<file path="config.mk">
export PLATFORM = sky130hd
export DESIGN_NAME = gpio_top
export DESIGN_NICKNAME = d
export VERILOG_FILES = /design/src/verilog/gpio_pkg.sv /design/src/verilog/reg_bus_if.sv /design/src/verilog/ahb_slave_port.sv /design/src/verilog/gpio_regs.sv /design/src/verilog/gpio_top.sv /design/src/verilog/pin_sync_edge.sv
export SDC_FILE = /design/constraint.sdc
export NUM_CORES = 1
export LEC_CHECK = 0
export ABC_AREA = 1
export ABC_CLOCK_PERIOD_IN_PS = 2300
export BUFFER_PORTS_ARGS = -buffer_cell sky130_fd_sc_hd__buf_2
export CORE_UTILIZATION = 45
export CTS_CLUSTER_SIZE = 16
export DETAILED_ROUTE_END_ITERATION = 8
export GPL_TIMING_DRIVEN = 1
export SETUP_SLACK_MARGIN = 0.02
export SYNTH_ARGS = -nofsm -noshare
export SYNTH_HDL_FRONTEND = slang
export SYNTH_SLANG_ARGS = --single-unit
</file>
<file path="constraint.sdc">
create_clock -name hclk -period 2.3 [get_ports hclk]
set_input_delay 0.115 -clock hclk [delete_from_list [all_inputs] [get_ports hclk]]
set_output_delay 0.115 -clock hclk [all_outputs]
set_load 0.01 [all_outputs]
</file>
<file path="src/verilog/gpio_pkg.sv">
`default_nettype none

package gpio_pkg;

	// **********************************************************************
	// bus and register widths
	// **********************************************************************
	localparam int DATA_W    = 32; // ahb data bus and register word
	localparam int OFFS_W    = 16; // haddr[15:0] selects the register
	localparam int REG_IDX_W = 4;  // enough for twelve registers

	// **********************************************************************
	// register map
	// **********************************************************************
	// index = pin * REGS_PER_PIN + kind, which is offset / 4
	// so pin i sits at offsets 12*i + 0, 4 and 8
	localparam int NUM_PINS     = 4;
	localparam int REGS_PER_PIN = 3;
	localparam int NUM_REGS     = NUM_PINS * REGS_PER_PIN; // 12 words, offsets 0 to 44

	localparam int KIND_CTL = 0; // interrupt control word
	localparam int KIND_OUT = 1; // pad output word
	localparam int KIND_IN  = 2; // synchronized pad level, read only

	// **********************************************************************
	// control word bits
	// **********************************************************************
	localparam int CTL_IRQ_EN_BIT = 0; // 1 enables the edge interrupt
	localparam int CTL_RISE_BIT   = 1; // 1 for rising edge, 0 for falling

endpackage : gpio_pkg

`default_nettype wire

</file>
<file path="src/verilog/reg_bus_if.sv">
`timescale 1ns/1ps
`default_nettype none

// decoded register accesses between the ahb front end and the register bank
// wr_en is a single cycle strobe and the bank writes on that edge
interface reg_bus_if
	import gpio_pkg::*;
();

	logic                 wr_en;  // write strobe in the data phase
	logic [REG_IDX_W-1:0] wr_idx; // latched write index
	logic [DATA_W-1:0]    wdata;  // hwdata passed straight through
	logic [REG_IDX_W-1:0] rd_idx; // read index from the live address
	logic [DATA_W-1:0]    rdata;  // selected word, no latency

	// bus side
	modport front (
		output wr_en, wr_idx, wdata, rd_idx,
		input  rdata
	);

	// register side
	modport bank (
		input  wr_en, wr_idx, wdata, rd_idx,
		output rdata
	);

endinterface : reg_bus_if

`default_nettype wire
</file>
<file path="src/verilog/ahb_slave_port.sv">
`timescale 1ns/1ps
`default_nettype none

module ahb_slave_port
	import gpio_pkg::*;
(
	input  logic              hclk,
	input  logic              hresetn,
	input  logic [31:0]       haddr,  // only the low 16 bits are decoded
	input  logic              hsel,   // hsel alone marks an address phase
	input  logic [DATA_W-1:0] hwdata, // data phase of a write
	input  logic              hwrite,
	output logic [DATA_W-1:0] hrdata, // registered read data
	output logic              hready, // low only in the first error cycle
	output logic              hresp,  // high for both error cycles
	reg_bus_if.front          bus
);

	// **********************************************************************
	// declarations
	// **********************************************************************
	logic [OFFS_W-1:0]    offs;        // offset inside the 64k window
	logic                 offs_ok;     // word aligned and inside the map
	logic [REG_IDX_W-1:0] offs_idx;    // register index = offset / 4

	logic                 valid_write; // write address phase this cycle
	logic                 valid_read;  // read address phase this cycle

	logic                 wr_ok_q;     // latched write hit a register
	logic [REG_IDX_W-1:0] wr_idx_q;    // latched write index

	logic                 err_dec_rd;  // undecoded read in address phase
	logic                 err_d1;      // first error cycle
	logic                 err_d2;      // second error cycle

	// **********************************************************************
	// address decode
	// **********************************************************************
	assign offs     = haddr[OFFS_W-1:0];
	assign offs_idx = offs[REG_IDX_W+1:2];

	// anything unaligned or past the last input word is undecoded
	assign offs_ok = (offs[1:0] == 2'b00) &&
		(offs[OFFS_W-1:2] < (OFFS_W-2)'(NUM_REGS));

	assign valid_write = hsel & hwrite;
	assign valid_read  = hsel & ~hwrite;

	// **********************************************************************
	// write path
	// **********************************************************************
	// address phase is held one cycle, data arrives in the next
	always_ff @(posedge hclk or negedge hresetn) begin
		if (!hresetn) begin
			wr_ok_q <= 1'b0;
		end else begin
			wr_ok_q <= valid_write & offs_ok; // undecoded writes just drop out
		end
	end

	// index of the write waiting for its data phase
	always_ff @(posedge hclk or negedge hresetn) begin
		if (!hresetn) begin
			wr_idx_q <= '0;
		end else if (valid_write) begin
			wr_idx_q <= offs_idx;
		end
	end

	assign bus.wr_en  = wr_ok_q;
	assign bus.wr_idx = wr_idx_q;
	assign bus.wdata  = hwdata;   // bank samples it at the strobe edge

	// **********************************************************************
	// read path
	// **********************************************************************
	// mux is driven by the live address, the flop sits on the data side
	assign bus.rd_idx = offs_idx;

	always_ff @(posedge hclk or negedge hresetn) begin
		if (!hresetn) begin
			hrdata <= '0;
		end else if (valid_read && offs_ok) begin
			hrdata <= bus.rdata;
		end else begin
			hrdata <= '0; // idle, write or error cycle
		end
	end

	// **********************************************************************
	// error response
	// **********************************************************************
	// two cycle ahb error for a read of an undecoded offset
	assign err_dec_rd = valid_read & ~offs_ok;

	always_ff @(posedge hclk or negedge hresetn) begin
		if (!hresetn) begin
			err_d1 <= 1'b0;
			err_d2 <= 1'b0;
		end else begin
			err_d1 <= err_dec_rd;
			err_d2 <= err_d1;
		end
	end

	// first cycle waits with hresp up
	assign hready = ~err_d1;
	// second cycle completes with hresp still up
	assign hresp  = err_d1 | err_d2;

endmodule : ahb_slave_port

`default_nettype wire

</file>
<file path="src/verilog/gpio_regs.sv">
`timescale 1ns/1ps
`default_nettype none

module gpio_regs
	import gpio_pkg::*;
(
	input  logic                hclk,
	input  logic                hresetn,
	reg_bus_if.bank             bus,
	input  logic [NUM_PINS-1:0] pin_level, // synchronized pad levels
	output logic [NUM_PINS-1:0] gpio_out,  // pad drive
	output logic [NUM_PINS-1:0] irq_en,    // per pin interrupt enable
	output logic [NUM_PINS-1:0] irq_rise   // per pin edge polarity
);

	// **********************************************************************
	// storage
	// **********************************************************************
	logic [DATA_W-1:0] ctl_q [NUM_PINS]; // control word per pin
	logic [DATA_W-1:0] out_q [NUM_PINS]; // output word per pin

	// register index of one pin's register
	function automatic logic [REG_IDX_W-1:0] reg_idx(input int pin, input int kind);
		return REG_IDX_W'(pin * REGS_PER_PIN + kind);
	endfunction

	// **********************************************************************
	// register writes
	// **********************************************************************
	// input words are read only, a write there matches nothing
	always_ff @(posedge hclk or negedge hresetn) begin
		if (!hresetn) begin
			for (int p = 0; p < NUM_PINS; p++) begin
				ctl_q[p] <= '0;
				out_q[p] <= '0;
			end
		end else if (bus.wr_en) begin
			for (int p = 0; p < NUM_PINS; p++) begin
				if (bus.wr_idx == reg_idx(p, KIND_CTL)) begin
					ctl_q[p] <= bus.wdata;
				end
				if (bus.wr_idx == reg_idx(p, KIND_OUT)) begin
					out_q[p] <= bus.wdata; // full word kept for readback
				end
			end
		end
	end

	// **********************************************************************
	// read mux
	// **********************************************************************
	// pure combinational so the front end can register it in the same cycle
	always_comb begin
		bus.rdata = '0; // out of range index reads zero
		for (int p = 0; p < NUM_PINS; p++) begin
			if (bus.rd_idx == reg_idx(p, KIND_CTL)) begin
				bus.rdata = ctl_q[p];
			end
			if (bus.rd_idx == reg_idx(p, KIND_OUT)) begin
				bus.rdata = out_q[p];
			end
			if (bus.rd_idx == reg_idx(p, KIND_IN)) begin
				bus.rdata = DATA_W'(pin_level[p]); // zero extended level
			end
		end
	end

	// **********************************************************************
	// pad and interrupt controls
	// **********************************************************************
	always_comb begin
		for (int p = 0; p < NUM_PINS; p++) begin
			gpio_out[p] = out_q[p][0];              // bit 0 drives the pad
			irq_en[p]   = ctl_q[p][CTL_IRQ_EN_BIT];
			irq_rise[p] = ctl_q[p][CTL_RISE_BIT];   // 0 selects falling edge
		end
	end

endmodule : gpio_regs

`default_nettype wire

</file>
<file path="src/verilog/gpio_top.sv">
`timescale 1ns/1ps
`default_nettype none

module gpio_top
	import gpio_pkg::*;
(
	input  logic                hclk,
	input  logic                hresetn,
	// ahb-lite slave
	input  logic [31:0]         haddr,
	input  logic                hsel,
	input  logic [DATA_W-1:0]   hwdata,
	input  logic                hwrite,
	output logic [DATA_W-1:0]   hrdata,
	output logic                hready,
	output logic                hresp,
	// interrupt controller
	output logic                intc,
	// pads
	output logic [NUM_PINS-1:0] gpio_out,
	input  logic [NUM_PINS-1:0] gpio_in
);

	// **********************************************************************
	// internal connections
	// **********************************************************************
	logic [NUM_PINS-1:0] irq_en;    // control bit 0 per pin
	logic [NUM_PINS-1:0] irq_rise;  // control bit 1 per pin
	logic [NUM_PINS-1:0] pin_level; // synchronized inputs back to the bank

	reg_bus_if bus_if ();           // front end to register bank

	ahb_slave_port u_ahb_slave_port (
		.hclk    (hclk),
		.hresetn (hresetn),
		.haddr   (haddr),
		.hsel    (hsel),
		.hwdata  (hwdata),
		.hwrite  (hwrite),
		.hrdata  (hrdata),
		.hready  (hready),
		.hresp   (hresp),
		.bus     (bus_if.front)
	);

	gpio_regs u_gpio_regs (
		.hclk      (hclk),
		.hresetn   (hresetn),
		.bus       (bus_if.bank),
		.pin_level (pin_level),
		.gpio_out  (gpio_out),
		.irq_en    (irq_en),
		.irq_rise  (irq_rise)
	);

	pin_sync_edge u_pin_sync_edge (
		.hclk      (hclk),
		.hresetn   (hresetn),
		.gpio_in   (gpio_in),
		.irq_en    (irq_en),
		.irq_rise  (irq_rise),
		.pin_level (pin_level),
		.intc      (intc)
	);

endmodule : gpio_top

`default_nettype wire

</file>
<file path="src/verilog/pin_sync_edge.sv">
`timescale 1ns/1ps
`default_nettype none

module pin_sync_edge
	import gpio_pkg::*;
(
	input  logic                hclk,
	input  logic                hresetn,
	input  logic [NUM_PINS-1:0] gpio_in,   // asynchronous pad inputs
	input  logic [NUM_PINS-1:0] irq_en,
	input  logic [NUM_PINS-1:0] irq_rise,
	output logic [NUM_PINS-1:0] pin_level, // level seen by the input registers
	output logic                intc       // active high to the interrupt controller
);

	// **********************************************************************
	// declarations
	// **********************************************************************
	logic [NUM_PINS-1:0] sync1_q; // first synchronizer stage
	logic [NUM_PINS-1:0] sync2_q; // second stage, safe to use
	logic [NUM_PINS-1:0] prev_q;  // level one cycle behind sync2_q

	logic [NUM_PINS-1:0] rise;    // 0 to 1 between prev_q and sync2_q
	logic [NUM_PINS-1:0] fall;    // 1 to 0 between prev_q and sync2_q
	logic [NUM_PINS-1:0] irq_pin; // per pin interrupt after gating

	// **********************************************************************
	// synchronizer and previous level
	// **********************************************************************
	// pad sampled at S shows on pin_level from S+2
	always_ff @(posedge hclk or negedge hresetn) begin
		if (!hresetn) begin
			sync1_q <= '0;
			sync2_q <= '0;
			prev_q  <= '0;
		end else begin
			sync1_q <= gpio_in;
			sync2_q <= sync1_q;
			prev_q  <= sync2_q;
		end
	end

	assign pin_level = prev_q;

	// **********************************************************************
	// edge detect and interrupt
	// **********************************************************************
	// every pin compares its own two samples
	assign rise = sync2_q & ~prev_q;
	assign fall = ~sync2_q & prev_q;

	// an edge lasts one cycle, so the interrupt is a single cycle pulse
	assign irq_pin = irq_en & ((irq_rise & rise) | (~irq_rise & fall));

	assign intc = |irq_pin; // all pins share one line

endmodule : pin_sync_edge

`default_nettype wire

</file>
==> summary.txt <==
Status
  • Status: completed

Setup path
  • Critical R2R Launch: u_ahb_slave_port.bus.wr_idx[2]$_DFFE_PN0P_
  • R2R depth: 5
  • Slowest cell on crit path: dlygate4sd3_1
  • WS Path Type: primary input to flop
  • CP Depth: 11
  • Crit path to: u_ahb_slave_port.hrdata[8]$_DFF_PN0_
  • Crit-path max cell delay: around 0.55 ns
  • Crit path DAT: 2.40 ns
  • Critical R2R Capture: u_gpio_regs.ctl_q[78]$_DFFE_PN0P_
  • R2r setup slk: 0.59 ns
  • Crit path launch type: primary input
  • Crit path launch: haddr[6]
  • CP Data Required Time: 2.73 ns
  • Crit end category: flop
  • CP bufs+invs: 5
  • CP delay by family, top: buffers and inverters
  • CP Cell Sequence: dlygate4sd3_1 > buf_2 > nor2_1 > dlygate4sd3_1 > nand4_1 > nor3_2 > nand2_1 > buf_4 > nor2_1 > nand2_1 > inv_1
  • Worst Path Max Fanout: 18

Detailed routing
  • Drt via density: 5.14
  • Overall routed net length: 32,700 um
  • Max layer used: met4
  • Routed length on met1: 15,800 um
  • DRC: 0
  • Met3 Wirelength: 1230 um
  • Vias: approximately 11,000
  • Drt pass-1 iters: 5
  • Wire per inst: 16.0 um
  • Post-DRT Antenna Nets: 0
  • Initial drt markers: 737
  • Met2 wire length: 15,200 um

Job
  • Maxcap violations: 0

Floorplan
  • Cell Rows: 62
  • I/O Pins: approximately 110
  • Full die area: 0.0298 mm2
  • Die width: 173 um
  • Starting Density: 0.457
  • Die height: 173 um
  • CORE AREA: 0.0286 mm2

STA
  • Max Clk Rate: 507 MHz
  • Slew headroom: 0.549
  • RSZ-0062 raised after global routing: false
  • Hold Vio Cnt, Final: 0
  • Setup TNS: 0 ns
  • Final Slew Violations: 0
  • Setup Skew: 0.0129 ns
  • Final period utilization: 0.858
  • Tmin final: ~2 ns
  • Least-Margin Pin Slew: around 0.68 ns
  • Setup-failing EPs final: 0

Pwr
  • Reg power frac: 0.480
  • Combinational power share: 0.058
  • P per Cell Area: 729 mW/mm2
  • Net Sw Frac: 0.224
  • Switch Pwr: 2540 uW
  • Clock share of power: 0.463
  • VDD IR max: 0.518 mV
  • Leak: 0.00830 uW
  • P_int: ~8800 uW

Logic synthesis
  • Cells after Synth: 1,538
  • #FFs+latches synth: 307
  • YS warnings: 0
  • Post-synthesis sequential area ratio: 0.587
  • Mapped Area: 0.0131 mm2
  • Yosys top cell by area: dfrtp_1
  • Yosys top cell area share: 0.587
  • Synth top area cells: dfrtp_1 59%, nand2_1 12%, o21ai_0 10%
  • Synthesized Nets: between 1,500 and 2,000
  • Post-synth cell types: 22
  • Avg Cell Area, Syn: 8.51 um2

Cells and area
  • Final non-filler cell total: 2,049
  • FF+latch area: 0.00768 mm2
  • Layout cell share with drive strength beyond 1: 0.117
  • Fill count: between 2,000 and 3,000
  • Area growth from synthesis to layout: 18.9%
  • Multi-input logic area: 0.00455 mm2
  • Antenna cell count: 0
  • Final Net Count: 1,714

Worst hold path
  • Hold/Removal Path Class: primary input to flop

Clock tree
  • CTS clk-pin slew, worst paths: 0.05 ns
  • Total CTS buffers: 35
  • Total setup buffers inserted after CTS: 0
  • CTS tree: built
  • CTS HTree Levels: 2
  • Root Buffer: clkbuf_16
  • Insertion delay to the later sink of the worst-skew pair: 0.50 ns
  • Clock sink count: 307
  • Clk buf depth: 3

Placement
  • IO buf count: 94
  • Final GP Congestion: 0.787
  • Placed cell count: 1,955
  • Dpl hpwl: around 19,000 um

Global routing
  • Vias in the first global route: 10,200
  • Grt total ovfl: 0
  • Number of antenna violations at the first check in global routing: 0
  • Total Routing Usage GR: 0.228
  • First-pass GRT wire length: between 50,000 and 60,000 um
  • Largest net degree at the start of global routing: 66
[final cells by class]
| cell class | instances | share of cell area |
|---|---|---|
| Sequential cell | 307 | 0.494 |
| Multi-Input combinational cell | 1006 | 0.293 |
| Timing Repair Buffer | 162 | 0.0812 |
| Clock buffer | 57 | 0.0688 |
| Inverter | 130 | 0.0314 |
| Tap cell | 384 | 0.0309 |
| Clock inverter | 3 | 0.00121 |
[kinds of logic after synthesis]
family,Yosys count,synth area share
simple gates,707,0.224
flops,307,0.587
compound gates,298,0.118
buf+inv,225,0.0694
mux,1,0.000860
[layout by cell type (no fill, tap or decap), drive strengths merged, types with 34 or more instances in the layout]
| cell | count |
|---|---|
| buf | 128 |
| clkbuf | 57 |
| dfrtp | 307 |
| dlygate4sd3 | 34 |
| inv | 130 |
| nand2 | 433 |
| nand3 | 127 |
| nand4 | 34 |
| nor2 | 107 |
| o21ai | 263 |
[worst min path at each step]
| stage | from | to | depth (start not counted) |
|---|---|---|---|
| after global placement | hresetn | u_gpio_regs.ctl_q[39]$_DFFE_PN0P_ | 1 |
| after global routing | hwdata[8] | u_gpio_regs.ctl_q[40]$_DFFE_PN0P_ | 3 |
| final | hwdata[16] | u_gpio_regs.ctl_q[16]$_DFFE_PN0P_ | 3 |
| after CTS | hwdata[16] | u_gpio_regs.out_q[80]$_DFFE_PN0P_ | 3 |
| after detailed placement | hresetn | u_gpio_regs.ctl_q[39]$_DFFE_PN0P_ | 1 |
| after floorplan | hresetn | u_ahb_slave_port.bus.wr_en$_DFF_PN0_ | 0 |
[flip-flops by register name (all words and copies together) (netlist names)]
signal                       cells
u_ahb_slave_port.err_d1          1
u_pin_sync_edge.sync2_q          4
u_gpio_regs.ctl_q              120
u_gpio_regs.irq_rise             4
u_ahb_slave_port.err_d2          1
u_pin_sync_edge.pin_level        4
u_gpio_regs.irq_en               4
u_ahb_slave_port.hrdata         32
u_ahb_slave_port.bus.wr_idx      4
u_ahb_slave_port.bus.wr_en       1
u_gpio_regs.out_q              124
u_pin_sync_edge.sync1_q          4
u_gpio_regs.gpio_out             4
[cell usage after synthesis (all sizes together)]
master and number:
a211oi 20, a21oi 13, buf 33, clkbuf 62, dfrtp 307, inv 130
mux2 1, nand2 433, nand3 127, nand3b 2, nand4 34, nor2 107
nor3 2, nor3b 1, o211ai 2, o21ai 263, or2 1
[worst register-to-register path: stages (launching register included)]
cell and delay, ns:
dfrtp_1 0.41, nor2_1 0.29, nand3_2 0.39, buf_12 0.31, nand2_1 0.08, o21ai_0 0.09
[stage by stage]
step,utilization,cell area [um2],setup WS [ns],total power [uW],hold WS [ns]
floorplan,-,13100,0.985,5830,-0.181
global placement,0.493,14100,0.591,6160,0.0207
detailed placement,0.493,14100,0.598,6160,0.0174
CTS,0.543,15600,0.252,11500,0.00352
global route,0.543,15600,0.139,11700,0.0174
finish,0.543,15600,0.327,11300,0.00725
[per-layer routing]
layer	GRT usage	up-vias
met5	0	-
met4	0.0569	0
met3	0.0279	42
met2	0.374	225
met1	0.323	5084
li1	-	5175
[power by group through the flow]
stage / clock, uW / combinational (uW) / sequential, uW
6_report: 5250 / 654 / 5440
5_1_grt: 5560 / 740 / 5440
4_1_cts: 5390 / 667 / 5440
3_5_place_dp: 0 / 621 / 5540
3_3_place_gp: 0 / 619 / 5540
2_1_floorplan: 0 / 292 / 5540
[repair_timing]
action,4_1_cts,5_1_grt
setup endpoints to repair,0,1
endpoints found under the hold margin,431,0
hold buffers,34,0
gates resized for setup,0,1
No activity file was read; power rests on OpenSTA's default activity.
